**config.mk**
```make
export PLATFORM = sky130hd
export DESIGN_NAME = i2c_target_top
export DESIGN_NICKNAME = d
export VERILOG_FILES = /design/src/verilog/i2c_pkg.sv /design/src/verilog/i2c_bit_if.sv /design/src/verilog/i2c_line_decode.sv /design/src/verilog/i2c_bit_phy.sv /design/src/verilog/i2c_byte_engine.sv /design/src/verilog/i2c_byte_port.sv /design/src/verilog/i2c_target_top.sv
export VERILOG_INCLUDE_DIRS = /design/src /design/src/include
export SDC_FILE = /design/constraint.sdc
export NUM_CORES = 1
export LEC_CHECK = 0
export BUFFER_PORTS_ARGS = -buffer_cell sky130_fd_sc_hd__buf_4
export CAP_MARGIN = 30
export CORE_ASPECT_RATIO = 1.75
export CORE_MARGIN = 3
export CORE_UTILIZATION = 53
export DETAILED_ROUTE_END_ITERATION = 10
export GPL_ROUTABILITY_DRIVEN = 0
export PLACE_DENSITY_LB_ADDON = 0.15
export REMOVE_ABC_BUFFERS = 1
export SETUP_SLACK_MARGIN = 0.5
export SYNTH_ARGS = -nofsm -noshare
export SYNTH_HDL_FRONTEND = slang
export SYNTH_HIERARCHICAL = 1
export SYNTH_SLANG_ARGS = --single-unit
```
**constraint.sdc**
```tcl
create_clock -name clk -period 3.3 [get_ports clk]
set_input_delay 0.66 -clock clk [delete_from_list [all_inputs] [get_ports clk]]
set_output_delay 0.66 -clock clk [all_outputs]
set_load 0.1 [all_outputs]
```
**src/include/i2c_target_defs.svh**
```systemverilog
// i2c target constants: bus address, input debounce, bit hold time, rx credits
`ifndef I2C_TARGET_DEFS_SVH
`define I2C_TARGET_DEFS_SVH

// 7-bit target address
`define I2C_ADDR 7'h2A

// backoff cycles once a filtered input has changed
`define I2C_DEBOUNCE 7

// cycles after scl falls before a bit is done, 20% of a 100 kHz bit at 10 MHz
`define I2C_HOLD_CYCLES 20

// receive credits after reset, also the ceiling
`define I2C_RX_CREDITS 4

`endif

```
**src/verilog/i2c_pkg.sv**
```systemverilog
// shared types for the i2c target: data byte, ack level and FSM states
package i2c_pkg;

  typedef logic [7:0] i2c_byte_t;

  typedef enum logic {
    ACK  = 1'b0,  // sda pulled low
    NACK = 1'b1   // sda left high
  } i2c_ack_e;

  typedef enum logic [3:0] {
    IDLE,
    ADDR_READ,
    ADDR_PROC,
    ACK_SEND,
    ACK_WAIT,
    WORD_READ,
    WORD_PROC,
    WORD_SEND,
    WORD_WAIT,
    ACK_READ,
    ACK_PROC
  } byte_state_e;

  // prefixed, literals share the package scope with byte_state_e
  typedef enum logic [2:0] {
    PHY_IDLE,
    PHY_TX_EDGE,
    PHY_RX_RISE,
    PHY_RX_FALL,
    PHY_HOLD
  } phy_state_e;

endpackage

```
**src/verilog/i2c_bit_if.sv**
```systemverilog
// bit-level handshake between the byte engine and the bit driver/sampler
interface i2c_bit_if;

  logic send_req;   // one-cycle, send send_bit
  logic send_bit;
  logic send_last;  // release sda after this bit
  logic get_req;    // one-cycle, sample a bit
  logic sent;       // hold time of sent bit over
  logic got;        // hold time of sampled bit over
  logic rx_bit;

  modport engine (
    output send_req, send_bit, send_last, get_req,
    input  sent, got, rx_bit
  );

  modport phy (
    input  send_req, send_bit, send_last, get_req,
    output sent, got, rx_bit
  );

endinterface

```
**src/verilog/i2c_line_decode.sv**
```systemverilog
// i2c line decoder: debounces scl/sda, finds edges, START/STOP and bus busy
`include "i2c_target_defs.svh"

module i2c_line_decode (
  input  logic clk,
  input  logic reset,
  input  logic scl_i,
  input  logic sda_i,
  output logic scl_rise_o,
  output logic scl_fall_o,
  output logic start_o,
  output logic stop_o,
  output logic sda_o,
  output logic busy_o
);

  localparam int CNT_W = $clog2(`I2C_DEBOUNCE + 1);

  logic [1:0]            raw;       // {scl, sda}
  logic [1:0]            filt_q;
  logic [1:0]            prev_q;
  logic [1:0][CNT_W-1:0] backoff_q;
  logic                  scl_rise;
  logic                  scl_fall;
  logic                  sda_rise;
  logic                  sda_fall;

  assign raw = {scl_i, sda_i};

  always_ff @(posedge clk) begin
    if (reset) begin
      filt_q    <= 2'b11;  // idle bus is high
      backoff_q <= '0;
    end else begin
      for (int i = 0; i < 2; i++) begin
        if (backoff_q[i] != '0) begin
          backoff_q[i] <= backoff_q[i] - CNT_W'(1);
        end else if (raw[i] != filt_q[i]) begin
          filt_q[i]    <= raw[i];
          backoff_q[i] <= CNT_W'(`I2C_DEBOUNCE);
        end
      end
    end
  end

  assign scl_rise = filt_q[1] & ~prev_q[1];
  assign scl_fall = ~filt_q[1] & prev_q[1];
  assign sda_rise = filt_q[0] & ~prev_q[0];
  assign sda_fall = ~filt_q[0] & prev_q[0];

  always_ff @(posedge clk) begin
    if (reset) begin
      prev_q     <= 2'b11;
      scl_rise_o <= 1'b0;
      scl_fall_o <= 1'b0;
      start_o    <= 1'b0;
      stop_o     <= 1'b0;
      busy_o     <= 1'b0;
    end else begin
      prev_q     <= filt_q;
      scl_rise_o <= scl_rise;
      scl_fall_o <= scl_fall;
      start_o    <= sda_fall & filt_q[1];  // sda falls, scl high
      stop_o     <= sda_rise & filt_q[1];
      if (sda_fall && filt_q[1]) begin
        busy_o <= 1'b1;
      end else if (sda_rise && filt_q[1]) begin
        busy_o <= 1'b0;
      end
    end
  end

  assign sda_o = filt_q[0];

endmodule

```
**src/verilog/i2c_bit_phy.sv**
```systemverilog
// i2c bit driver/sampler: puts one bit on sda or samples one at scl rise
`include "i2c_target_defs.svh"

module i2c_bit_phy (
  input  logic      clk,
  input  logic      reset,
  input  logic      scl_rise_i,
  input  logic      scl_fall_i,
  input  logic      cond_i,     // START or STOP
  input  logic      sda_i,
  i2c_bit_if.phy    bit_if,
  output logic      sda_oen_o   // low pulls sda down
);

  import i2c_pkg::*;

  localparam int HOLD_W = $clog2(`I2C_HOLD_CYCLES + 1);

  phy_state_e        state_q;
  logic [HOLD_W-1:0] hold_q;
  logic              tx_q;      // bit in flight is outbound
  logic              last_q;

  // hold counts from scl_fall, pulse lands HOLD_CYCLES+1 later
  always_ff @(posedge clk) begin
    bit_if.sent <= 1'b0;
    bit_if.got  <= 1'b0;
    if (reset || cond_i) begin
      state_q   <= PHY_IDLE;
      hold_q    <= '0;
      tx_q      <= 1'b0;
      last_q    <= 1'b0;
      sda_oen_o <= 1'b1;  // let go of the bus
    end else begin
      case (state_q)
        PHY_IDLE: begin
          if (bit_if.send_req) begin
            sda_oen_o <= bit_if.send_bit;
            last_q    <= bit_if.send_last;
            tx_q      <= 1'b1;
            state_q   <= PHY_TX_EDGE;
          end else if (bit_if.get_req) begin
            tx_q    <= 1'b0;
            state_q <= PHY_RX_RISE;
          end
        end
        PHY_TX_EDGE: begin
          if (scl_fall_i) begin
            hold_q  <= HOLD_W'(`I2C_HOLD_CYCLES - 1);
            state_q <= PHY_HOLD;
          end
        end
        PHY_RX_RISE: begin
          if (scl_rise_i) begin
            bit_if.rx_bit <= sda_i;
            state_q       <= PHY_RX_FALL;
          end
        end
        PHY_RX_FALL: begin
          if (scl_fall_i) begin
            hold_q  <= HOLD_W'(`I2C_HOLD_CYCLES - 1);
            state_q <= PHY_HOLD;
          end
        end
        PHY_HOLD: begin
          if (hold_q != '0) begin
            hold_q <= hold_q - HOLD_W'(1);
          end else begin
            if (tx_q) begin
              bit_if.sent <= 1'b1;
              if (last_q) begin
                sda_oen_o <= 1'b1;
              end
            end else begin
              bit_if.got <= 1'b1;
            end
            state_q <= PHY_IDLE;
          end
        end
        default: state_q <= PHY_IDLE;
      endcase
    end
  end

endmodule

```
**src/verilog/i2c_byte_engine.sv**
```systemverilog
// i2c byte engine: address match, ACK generation, write and read byte phases
`include "i2c_target_defs.svh"

module i2c_byte_engine (
  input  logic               clk,
  input  logic               reset,
  input  logic               start_i,
  input  logic               stop_i,
  input  logic               busy_i,
  input  logic               has_credit_i,
  input  i2c_pkg::i2c_byte_t tx_byte_i,
  i2c_bit_if.engine          bit_if,
  output logic               rx_push_o,
  output logic               tx_pop_o,
  output logic               cmd_strb_o,
  output logic               cmd_rw_o,
  output i2c_pkg::i2c_byte_t rx_byte_o
);

  import i2c_pkg::*;

  byte_state_e state_q;
  logic [6:0]  shift_q;
  logic [2:0]  idx_q;
  logic        rw_q;        // 1 = read
  logic        addr_phase_q;
  i2c_ack_e    ack_q;
  logic        last_bit;
  i2c_byte_t   rx_word;

  assign last_bit  = (idx_q == 3'd7);
  assign rx_word   = {shift_q, bit_if.rx_bit};
  assign rx_byte_o = rx_word;
  // push lands with the eighth got pulse, so the ACK already knows the credit
  assign rx_push_o = (state_q == WORD_PROC) && bit_if.got && last_bit && has_credit_i;
  assign cmd_rw_o  = rw_q;

  always_ff @(posedge clk) begin
    bit_if.send_req <= 1'b0;
    bit_if.get_req  <= 1'b0;
    tx_pop_o        <= 1'b0;
    cmd_strb_o      <= 1'b0;
    if (reset || start_i || stop_i) begin
      state_q      <= ADDR_READ;
      idx_q        <= '0;
      rw_q         <= 1'b0;
      addr_phase_q <= 1'b1;
    end else if (busy_i) begin
      case (state_q)
        IDLE: ;  // wait for the next START
        ADDR_READ: begin
          bit_if.get_req <= 1'b1;
          state_q        <= ADDR_PROC;
        end
        ADDR_PROC: begin
          if (bit_if.got) begin
            shift_q <= rx_word[6:0];
            if (last_bit) begin
              rw_q         <= bit_if.rx_bit;
              idx_q        <= '0;
              addr_phase_q <= 1'b1;
              ack_q        <= ACK;
              state_q      <= (shift_q == `I2C_ADDR) ? ACK_SEND : IDLE;
            end else begin
              idx_q   <= idx_q + 3'd1;
              state_q <= ADDR_READ;
            end
          end
        end
        ACK_SEND: begin
          bit_if.send_req  <= 1'b1;
          bit_if.send_bit  <= ack_q;
          bit_if.send_last <= addr_phase_q ? ~rw_q : 1'b1;  // read keeps sda for bit 7
          state_q          <= ACK_WAIT;
        end
        ACK_WAIT: begin
          if (bit_if.sent) begin
            idx_q <= '0;
            if (addr_phase_q) begin
              cmd_strb_o   <= 1'b1;
              addr_phase_q <= 1'b0;
              state_q      <= rw_q ? WORD_SEND : WORD_READ;
            end else begin
              state_q <= WORD_READ;
            end
          end
        end
        WORD_READ: begin
          bit_if.get_req <= 1'b1;
          state_q        <= WORD_PROC;
        end
        WORD_PROC: begin
          if (bit_if.got) begin
            shift_q <= rx_word[6:0];
            if (last_bit) begin
              ack_q   <= has_credit_i ? ACK : NACK;  // no credit, refuse the byte
              state_q <= ACK_SEND;
            end else begin
              idx_q   <= idx_q + 3'd1;
              state_q <= WORD_READ;
            end
          end
        end
        WORD_SEND: begin
          bit_if.send_req  <= 1'b1;
          bit_if.send_bit  <= tx_byte_i[3'd7 - idx_q];  // msb first
          bit_if.send_last <= last_bit;
          tx_pop_o         <= last_bit;
          state_q          <= WORD_WAIT;
        end
        WORD_WAIT: begin
          if (bit_if.sent) begin
            if (last_bit) begin
              idx_q   <= '0;
              state_q <= ACK_READ;
            end else begin
              idx_q   <= idx_q + 3'd1;
              state_q <= WORD_SEND;
            end
          end
        end
        ACK_READ: begin
          bit_if.get_req <= 1'b1;
          state_q        <= ACK_PROC;
        end
        ACK_PROC: begin
          if (bit_if.got) begin
            state_q <= (i2c_ack_e'(bit_if.rx_bit) == NACK) ? IDLE : WORD_SEND;
          end
        end
        default: state_q <= IDLE;
      endcase
    end
  end

endmodule

```
**src/verilog/i2c_byte_port.sv**
```systemverilog
// i2c byte port: rx credit counter and output register, tx holding register
`include "i2c_target_defs.svh"

module i2c_byte_port (
  input  logic               clk,
  input  logic               reset,
  input  logic               rx_push_i,
  input  logic               tx_pop_i,
  input  logic               rx_credit_i,
  input  logic               tx_valid_i,
  input  i2c_pkg::i2c_byte_t rx_byte_i,
  input  i2c_pkg::i2c_byte_t tx_data_i,
  output logic               has_credit_o,
  output logic               rx_valid_o,
  output logic               tx_busy_o,
  output i2c_pkg::i2c_byte_t rx_data_o,
  output i2c_pkg::i2c_byte_t tx_byte_o
);

  import i2c_pkg::*;

  localparam int                CRED_W   = $clog2(`I2C_RX_CREDITS + 1);
  localparam logic [CRED_W-1:0] CRED_MAX = CRED_W'(`I2C_RX_CREDITS);

  logic [CRED_W-1:0] credit_q;
  i2c_byte_t         tx_q;
  logic              busy_q;

  assign has_credit_o = (credit_q != '0);

  always_ff @(posedge clk) begin
    if (reset) begin
      credit_q   <= CRED_MAX;
      rx_valid_o <= 1'b0;
    end else begin
      rx_valid_o <= rx_push_i;
      if (rx_push_i && !rx_credit_i) begin
        credit_q <= credit_q - CRED_W'(1);
      end else if (rx_credit_i && !rx_push_i && credit_q != CRED_MAX) begin
        credit_q <= credit_q + CRED_W'(1);  // saturates at max
      end
    end
  end

  always_ff @(posedge clk) begin
    if (rx_push_i) begin
      rx_data_o <= rx_byte_i;
    end
  end

  always_ff @(posedge clk) begin
    if (reset) begin
      tx_q   <= 8'h00;
      busy_q <= 1'b0;
    end else if (tx_pop_i) begin
      tx_q   <= 8'h00;  // empty register reads back as zero
      busy_q <= 1'b0;
    end else if (tx_valid_i) begin
      tx_q   <= tx_data_i;
      busy_q <= 1'b1;
    end
  end

  assign tx_byte_o = tx_q;
  assign tx_busy_o = tx_valid_i | busy_q;

endmodule

```
**src/verilog/i2c_target_top.sv**
```systemverilog
// i2c target top: line decoder, byte engine, bit phy and local byte port
module i2c_target_top (
  input  logic               clk,
  input  logic               reset,
  input  logic               scl_i,
  input  logic               sda_i,
  input  logic               rx_credit_i,
  input  logic               tx_valid_i,
  input  i2c_pkg::i2c_byte_t tx_data_i,
  output logic               sda_oen_o,
  output logic               rx_valid_o,
  output logic               tx_busy_o,
  output logic               cmd_strb_o,
  output logic               cmd_rw_o,
  output i2c_pkg::i2c_byte_t rx_data_o
);

  import i2c_pkg::*;

  logic      scl_rise;
  logic      scl_fall;
  logic      start_det;
  logic      stop_det;
  logic      sda_q;
  logic      bus_busy;
  logic      has_credit;
  logic      rx_push;
  logic      tx_pop;
  i2c_byte_t rx_byte;
  i2c_byte_t tx_byte;

  i2c_bit_if bit_if ();

  i2c_line_decode u_decode (
    .clk        (clk),
    .reset      (reset),
    .scl_i      (scl_i),
    .sda_i      (sda_i),
    .scl_rise_o (scl_rise),
    .scl_fall_o (scl_fall),
    .start_o    (start_det),
    .stop_o     (stop_det),
    .sda_o      (sda_q),
    .busy_o     (bus_busy)
  );

  i2c_byte_engine u_engine (
    .clk          (clk),
    .reset        (reset),
    .start_i      (start_det),
    .stop_i       (stop_det),
    .busy_i       (bus_busy),
    .has_credit_i (has_credit),
    .tx_byte_i    (tx_byte),
    .bit_if       (bit_if.engine),
    .rx_push_o    (rx_push),
    .tx_pop_o     (tx_pop),
    .cmd_strb_o   (cmd_strb_o),
    .cmd_rw_o     (cmd_rw_o),
    .rx_byte_o    (rx_byte)
  );

  i2c_bit_phy u_phy (
    .clk        (clk),
    .reset      (reset),
    .scl_rise_i (scl_rise),
    .scl_fall_i (scl_fall),
    .cond_i     (start_det | stop_det),
    .sda_i      (sda_q),
    .bit_if     (bit_if.phy),
    .sda_oen_o  (sda_oen_o)
  );

  i2c_byte_port u_port (
    .clk          (clk),
    .reset        (reset),
    .rx_push_i    (rx_push),
    .tx_pop_i     (tx_pop),
    .rx_credit_i  (rx_credit_i),
    .tx_valid_i   (tx_valid_i),
    .rx_byte_i    (rx_byte),
    .tx_data_i    (tx_data_i),
    .has_credit_o (has_credit),
    .rx_valid_o   (rx_valid_o),
    .tx_busy_o    (tx_busy_o),
    .rx_data_o    (rx_data_o),
    .tx_byte_o    (tx_byte)
  );

endmodule

```
==> summary.txt <==
Clock tree
  • CTS root buffer: clkbuf_8
  • H-tree depth: 3
  • Post-CTS sizing: 0
  • Clock Sinks: 73
  • TritonCTS buffer count: 9
  • Clk buf depth: 2
  • Clk_lat worst skew: 350 ps
  • Number of post-CTS setup repair buffers: 0
  • Hold buffers post-CTS: 0
  • CTS tree: built
  • Clock slew at reported path FFs: 80 ps

Drt
  • Wirelength per Cell: 15.5 µm
  • ANT nets after route: 0
  • DRT iter0 DRCs: 118
  • Drt pass-1 iters: 4
  • Vias/cell: 5.65
  • Via Count: 2,476
  • Final wirelength: 6780 µm
  • Residual DRC count: 0

Job
  • Max cap viols: 0

Placement
  • DP Worst Slack: 821 ps
  • HPWL after detailed placement: 5060 µm
  • I/O Buffers: 26

Global routing
  • Vias in the first global route: 2,435
  • Gr ovfl total: 0
  • Wire length of the first global-routing pass: 11,300 µm
  • Antenna violations before repair: 0
  • GR Util All Layers: 20.3%
  • Maximum number of pins on one net before global-route repair: 23

Timing
  • Fin. Hold Viols: 0
  • Worst slew pin tran: 805 ps
  • Final setup fails: 0
  • Final setup TNS: 0 ps
  • Final worst slack: 813 ps
  • Final period util: 75.4%
  • Final Skew: 8.70 ps
  • RSZ-0062 raised after global routing: false
  • Final Max Slew Viols: 0
  • Period minus WS final: 2490 ps
  • Max frequency: 402 MHz
  • Worst slew margin: 46.2%

Run status
  • Status: complete, no violations

Worst setup path
  • Worst Setup Start Kind: flop
  • Setup crit end kind: flop
  • Critical path origin: u_engine/state_q[1]$_SDFFE_PP0P_
  • R2R cell count: 8
  • Crit path kind: flop to flop
  • Worst r2r src: u_engine/state_q[1]$_SDFFE_PP0P_
  • Critical path peak fanout: 21
  • Worst reg2reg endpoint: u_port/credit_q[2]$_SDFFE_PP1P_
  • Flop-to-flop setup slack: 810 ps
  • Req. time, crit path: 3540 ps
  • Arr. time, crit path: 2730 ps

Yosys
  • Post-synthesis async set-or-reset flop share: 0%
  • Main synth FF type: dfxtp_1
  • Sequential share of the synthesized area: 48.6%
  • Distinct cell type count of the synthesized netlist: 71
  • Average footprint of a synthesized cell: 10.3 µm²
  • Cells after synthesis: 331
  • Number of synthesized flops with an enable pin: 19
  • Synth warn: 6
  • Yosys reg bits: 73
  • Area of the mapped netlist: 0.00340 mm²

Power
  • Max rail drop VDD: 0.000508 V
  • Leak Pwr: 1.47 nW
  • Power per standard cell area: 605 mW/mm²

Final layout
  • Nets: 376
  • Synthesis-to-finish area growth: 12.6%
  • FF+latch area: 0.00165 mm²
  • Post-layout utilization of the core: 61.4%
  • Share of layout cells above drive strength 1: 19.0%
  • # fillers: 559
  • Area taken by multi-input logic gates: 0.00157 mm²
  • Ant diodes: 0

Worst hold path
  • Hold Path End: u_decode/scl_fall_o$_SDFF_PP0_
  • Hold Crit Depth: 2
  • Hold path start: u_decode/prev_q[1]$_SDFF_PP1_
  • Worst hold path type: flop to flop

Floorplan
  • Initial Utilization: 54.5%
  • Die height: 112 µm
  • IO Pins: 27
  • DIE WIDTH: 66.5 µm
  • CORE AREA: 0.00623 mm²
  • Overall die area: 0.00744 mm²
  • Row cnt: 38
## worst max path at each step
stage,end,slack [ps],depth (start not counted)
finish,u_port/credit_q[2]$_SDFFE_PP1P_,810,8
global route,u_port/credit_q[2]$_SDFFE_PP1P_,590,8
CTS,u_port/credit_q[2]$_SDFFE_PP1P_,810,8
detailed placement,u_port/credit_q[2]$_SDFFE_PP1P_,820,8
global placement,u_port/credit_q[2]$_SDFFE_PP1P_,900,8
floorplan,u_port/credit_q[2]$_SDFFE_PP1P_,100,10
## logic make-up (layout without fill, tap and decap cells)
kind of cell             after synthesis  in the layout  share of synthesized area (%)
AND/OR/NAND/NOR                      129            129                           21.5
flip-flops                            73             73                           48.6
AO/OA/AOI/OAI                         65             65                           14.5
buffers and inverters                 34             61                           5.20
multiplexers                          16             16                           5.53
adder cells (fa/ha/maj)                9              9                           3.32
XOR/XNOR                               5              5                           1.29
## per-layer routing
metal,global-route usage [%],vias to the layer above,share of wire [%]
met3,2.83,19,2.8
met5,0,-,0
li1,-,1245,-
met4,13.4,0,4.4
met1,21.3,1163,40
met2,36.0,49,53
## placed cells by master (no fill, tap or decap), types with 4 or more instances in the layout
cell type,netlist,layout
a21oi_1,9,9
and3_1,4,4
buf_4,3,27
clkbuf_8,0,10
dfxtp_1,54,54
edfxtp_1,19,19
ha_1,9,9
inv_1,18,18
mux2i_1,12,12
nand2_1,17,17
nand2b_1,11,11
nand3_1,10,10
nor2_1,32,32
nor2b_1,4,4
nor3_1,10,9
nor3b_1,6,6
o21ai_0,16,16
or2_2,5,5
## state kept, by name (all words and copies together) (netlist names), 2 cells and up
signal              cells
u_decode/backoff_q      6
u_decode/filt_q         2
u_decode/prev_q         2
u_engine/idx_q          3
u_engine/shift_q        7
u_engine/state_q        4
u_phy/hold_q            5
u_phy/state_q           3
u_port/credit_q         3
u_port/rx_data_o        8
u_port/tx_byte_o        8
## cell usage after synthesis, types with 3 or more instances
master | n | area [µm²]
a211o_2 | 3 | 30.0
a211oi_1 | 3 | 22.5
a21oi_1 | 9 | 45.0
a31oi_1 | 3 | 18.8
and3_1 | 4 | 25.0
buf_2 | 6 | 30.0
buf_4 | 3 | 22.5
buf_6 | 4 | 45.0
clkbuf_1 | 3 | 11.3
dfxtp_1 | 54 | 1080
edfxtp_1 | 19 | 571
ha_1 | 9 | 113
inv_1 | 18 | 67.6
mux2i_1 | 12 | 120
nand2_1 | 17 | 63.8
nand2b_1 | 11 | 68.8
nand3_1 | 10 | 50.1
nor2_1 | 32 | 120
nor2b_1 | 4 | 25.0
nor3_1 | 10 | 50.1
nor3b_1 | 6 | 45.0
o21ai_0 | 16 | 80.1
or2_2 | 5 | 31.3
or3_1 | 3 | 18.8
xnor2_1 | 3 | 26.3
## report_power, final
part           leakage [nW]  switching, W  internal, W
Combinational         0.753      0.000220     0.000198
Sequential            0.611      0.000119     0.000999
Clock                 0.105      0.000330     0.000447
Total                  1.47      0.000669      0.00164
## worst max-delay path: stages (launching register included)
cell,delay [ps]
dfxtp_1,750
nand2b_1,230
nor3_2,280
nand2b_2,130
xnor2_1,140
ha_1,240
o31ai_1,210
a211oi_1,100
a211o_2,300
## through the flow
step                cells  power [W]  area (µm²)  hold slack [ps]
floorplan             315    0.00144        3290              393
global placement      422    0.00154        3590              402
detailed placement    422    0.00156        3590              417
CTS                   438    0.00234        3820              431
global route          438    0.00244        3820              471
finish                438    0.00231        3820              431
## layout make-up
cell class	instances	area share (%)
clock buffers	10	3.60
clock inverters	6	2.39
inverters	18	1.77
multi-input cells	224	41.1
flip-flops and latches	73	43.2
well taps	80	2.62
repair buffers	27	5.30
Power figures use the tool's default switching activity.
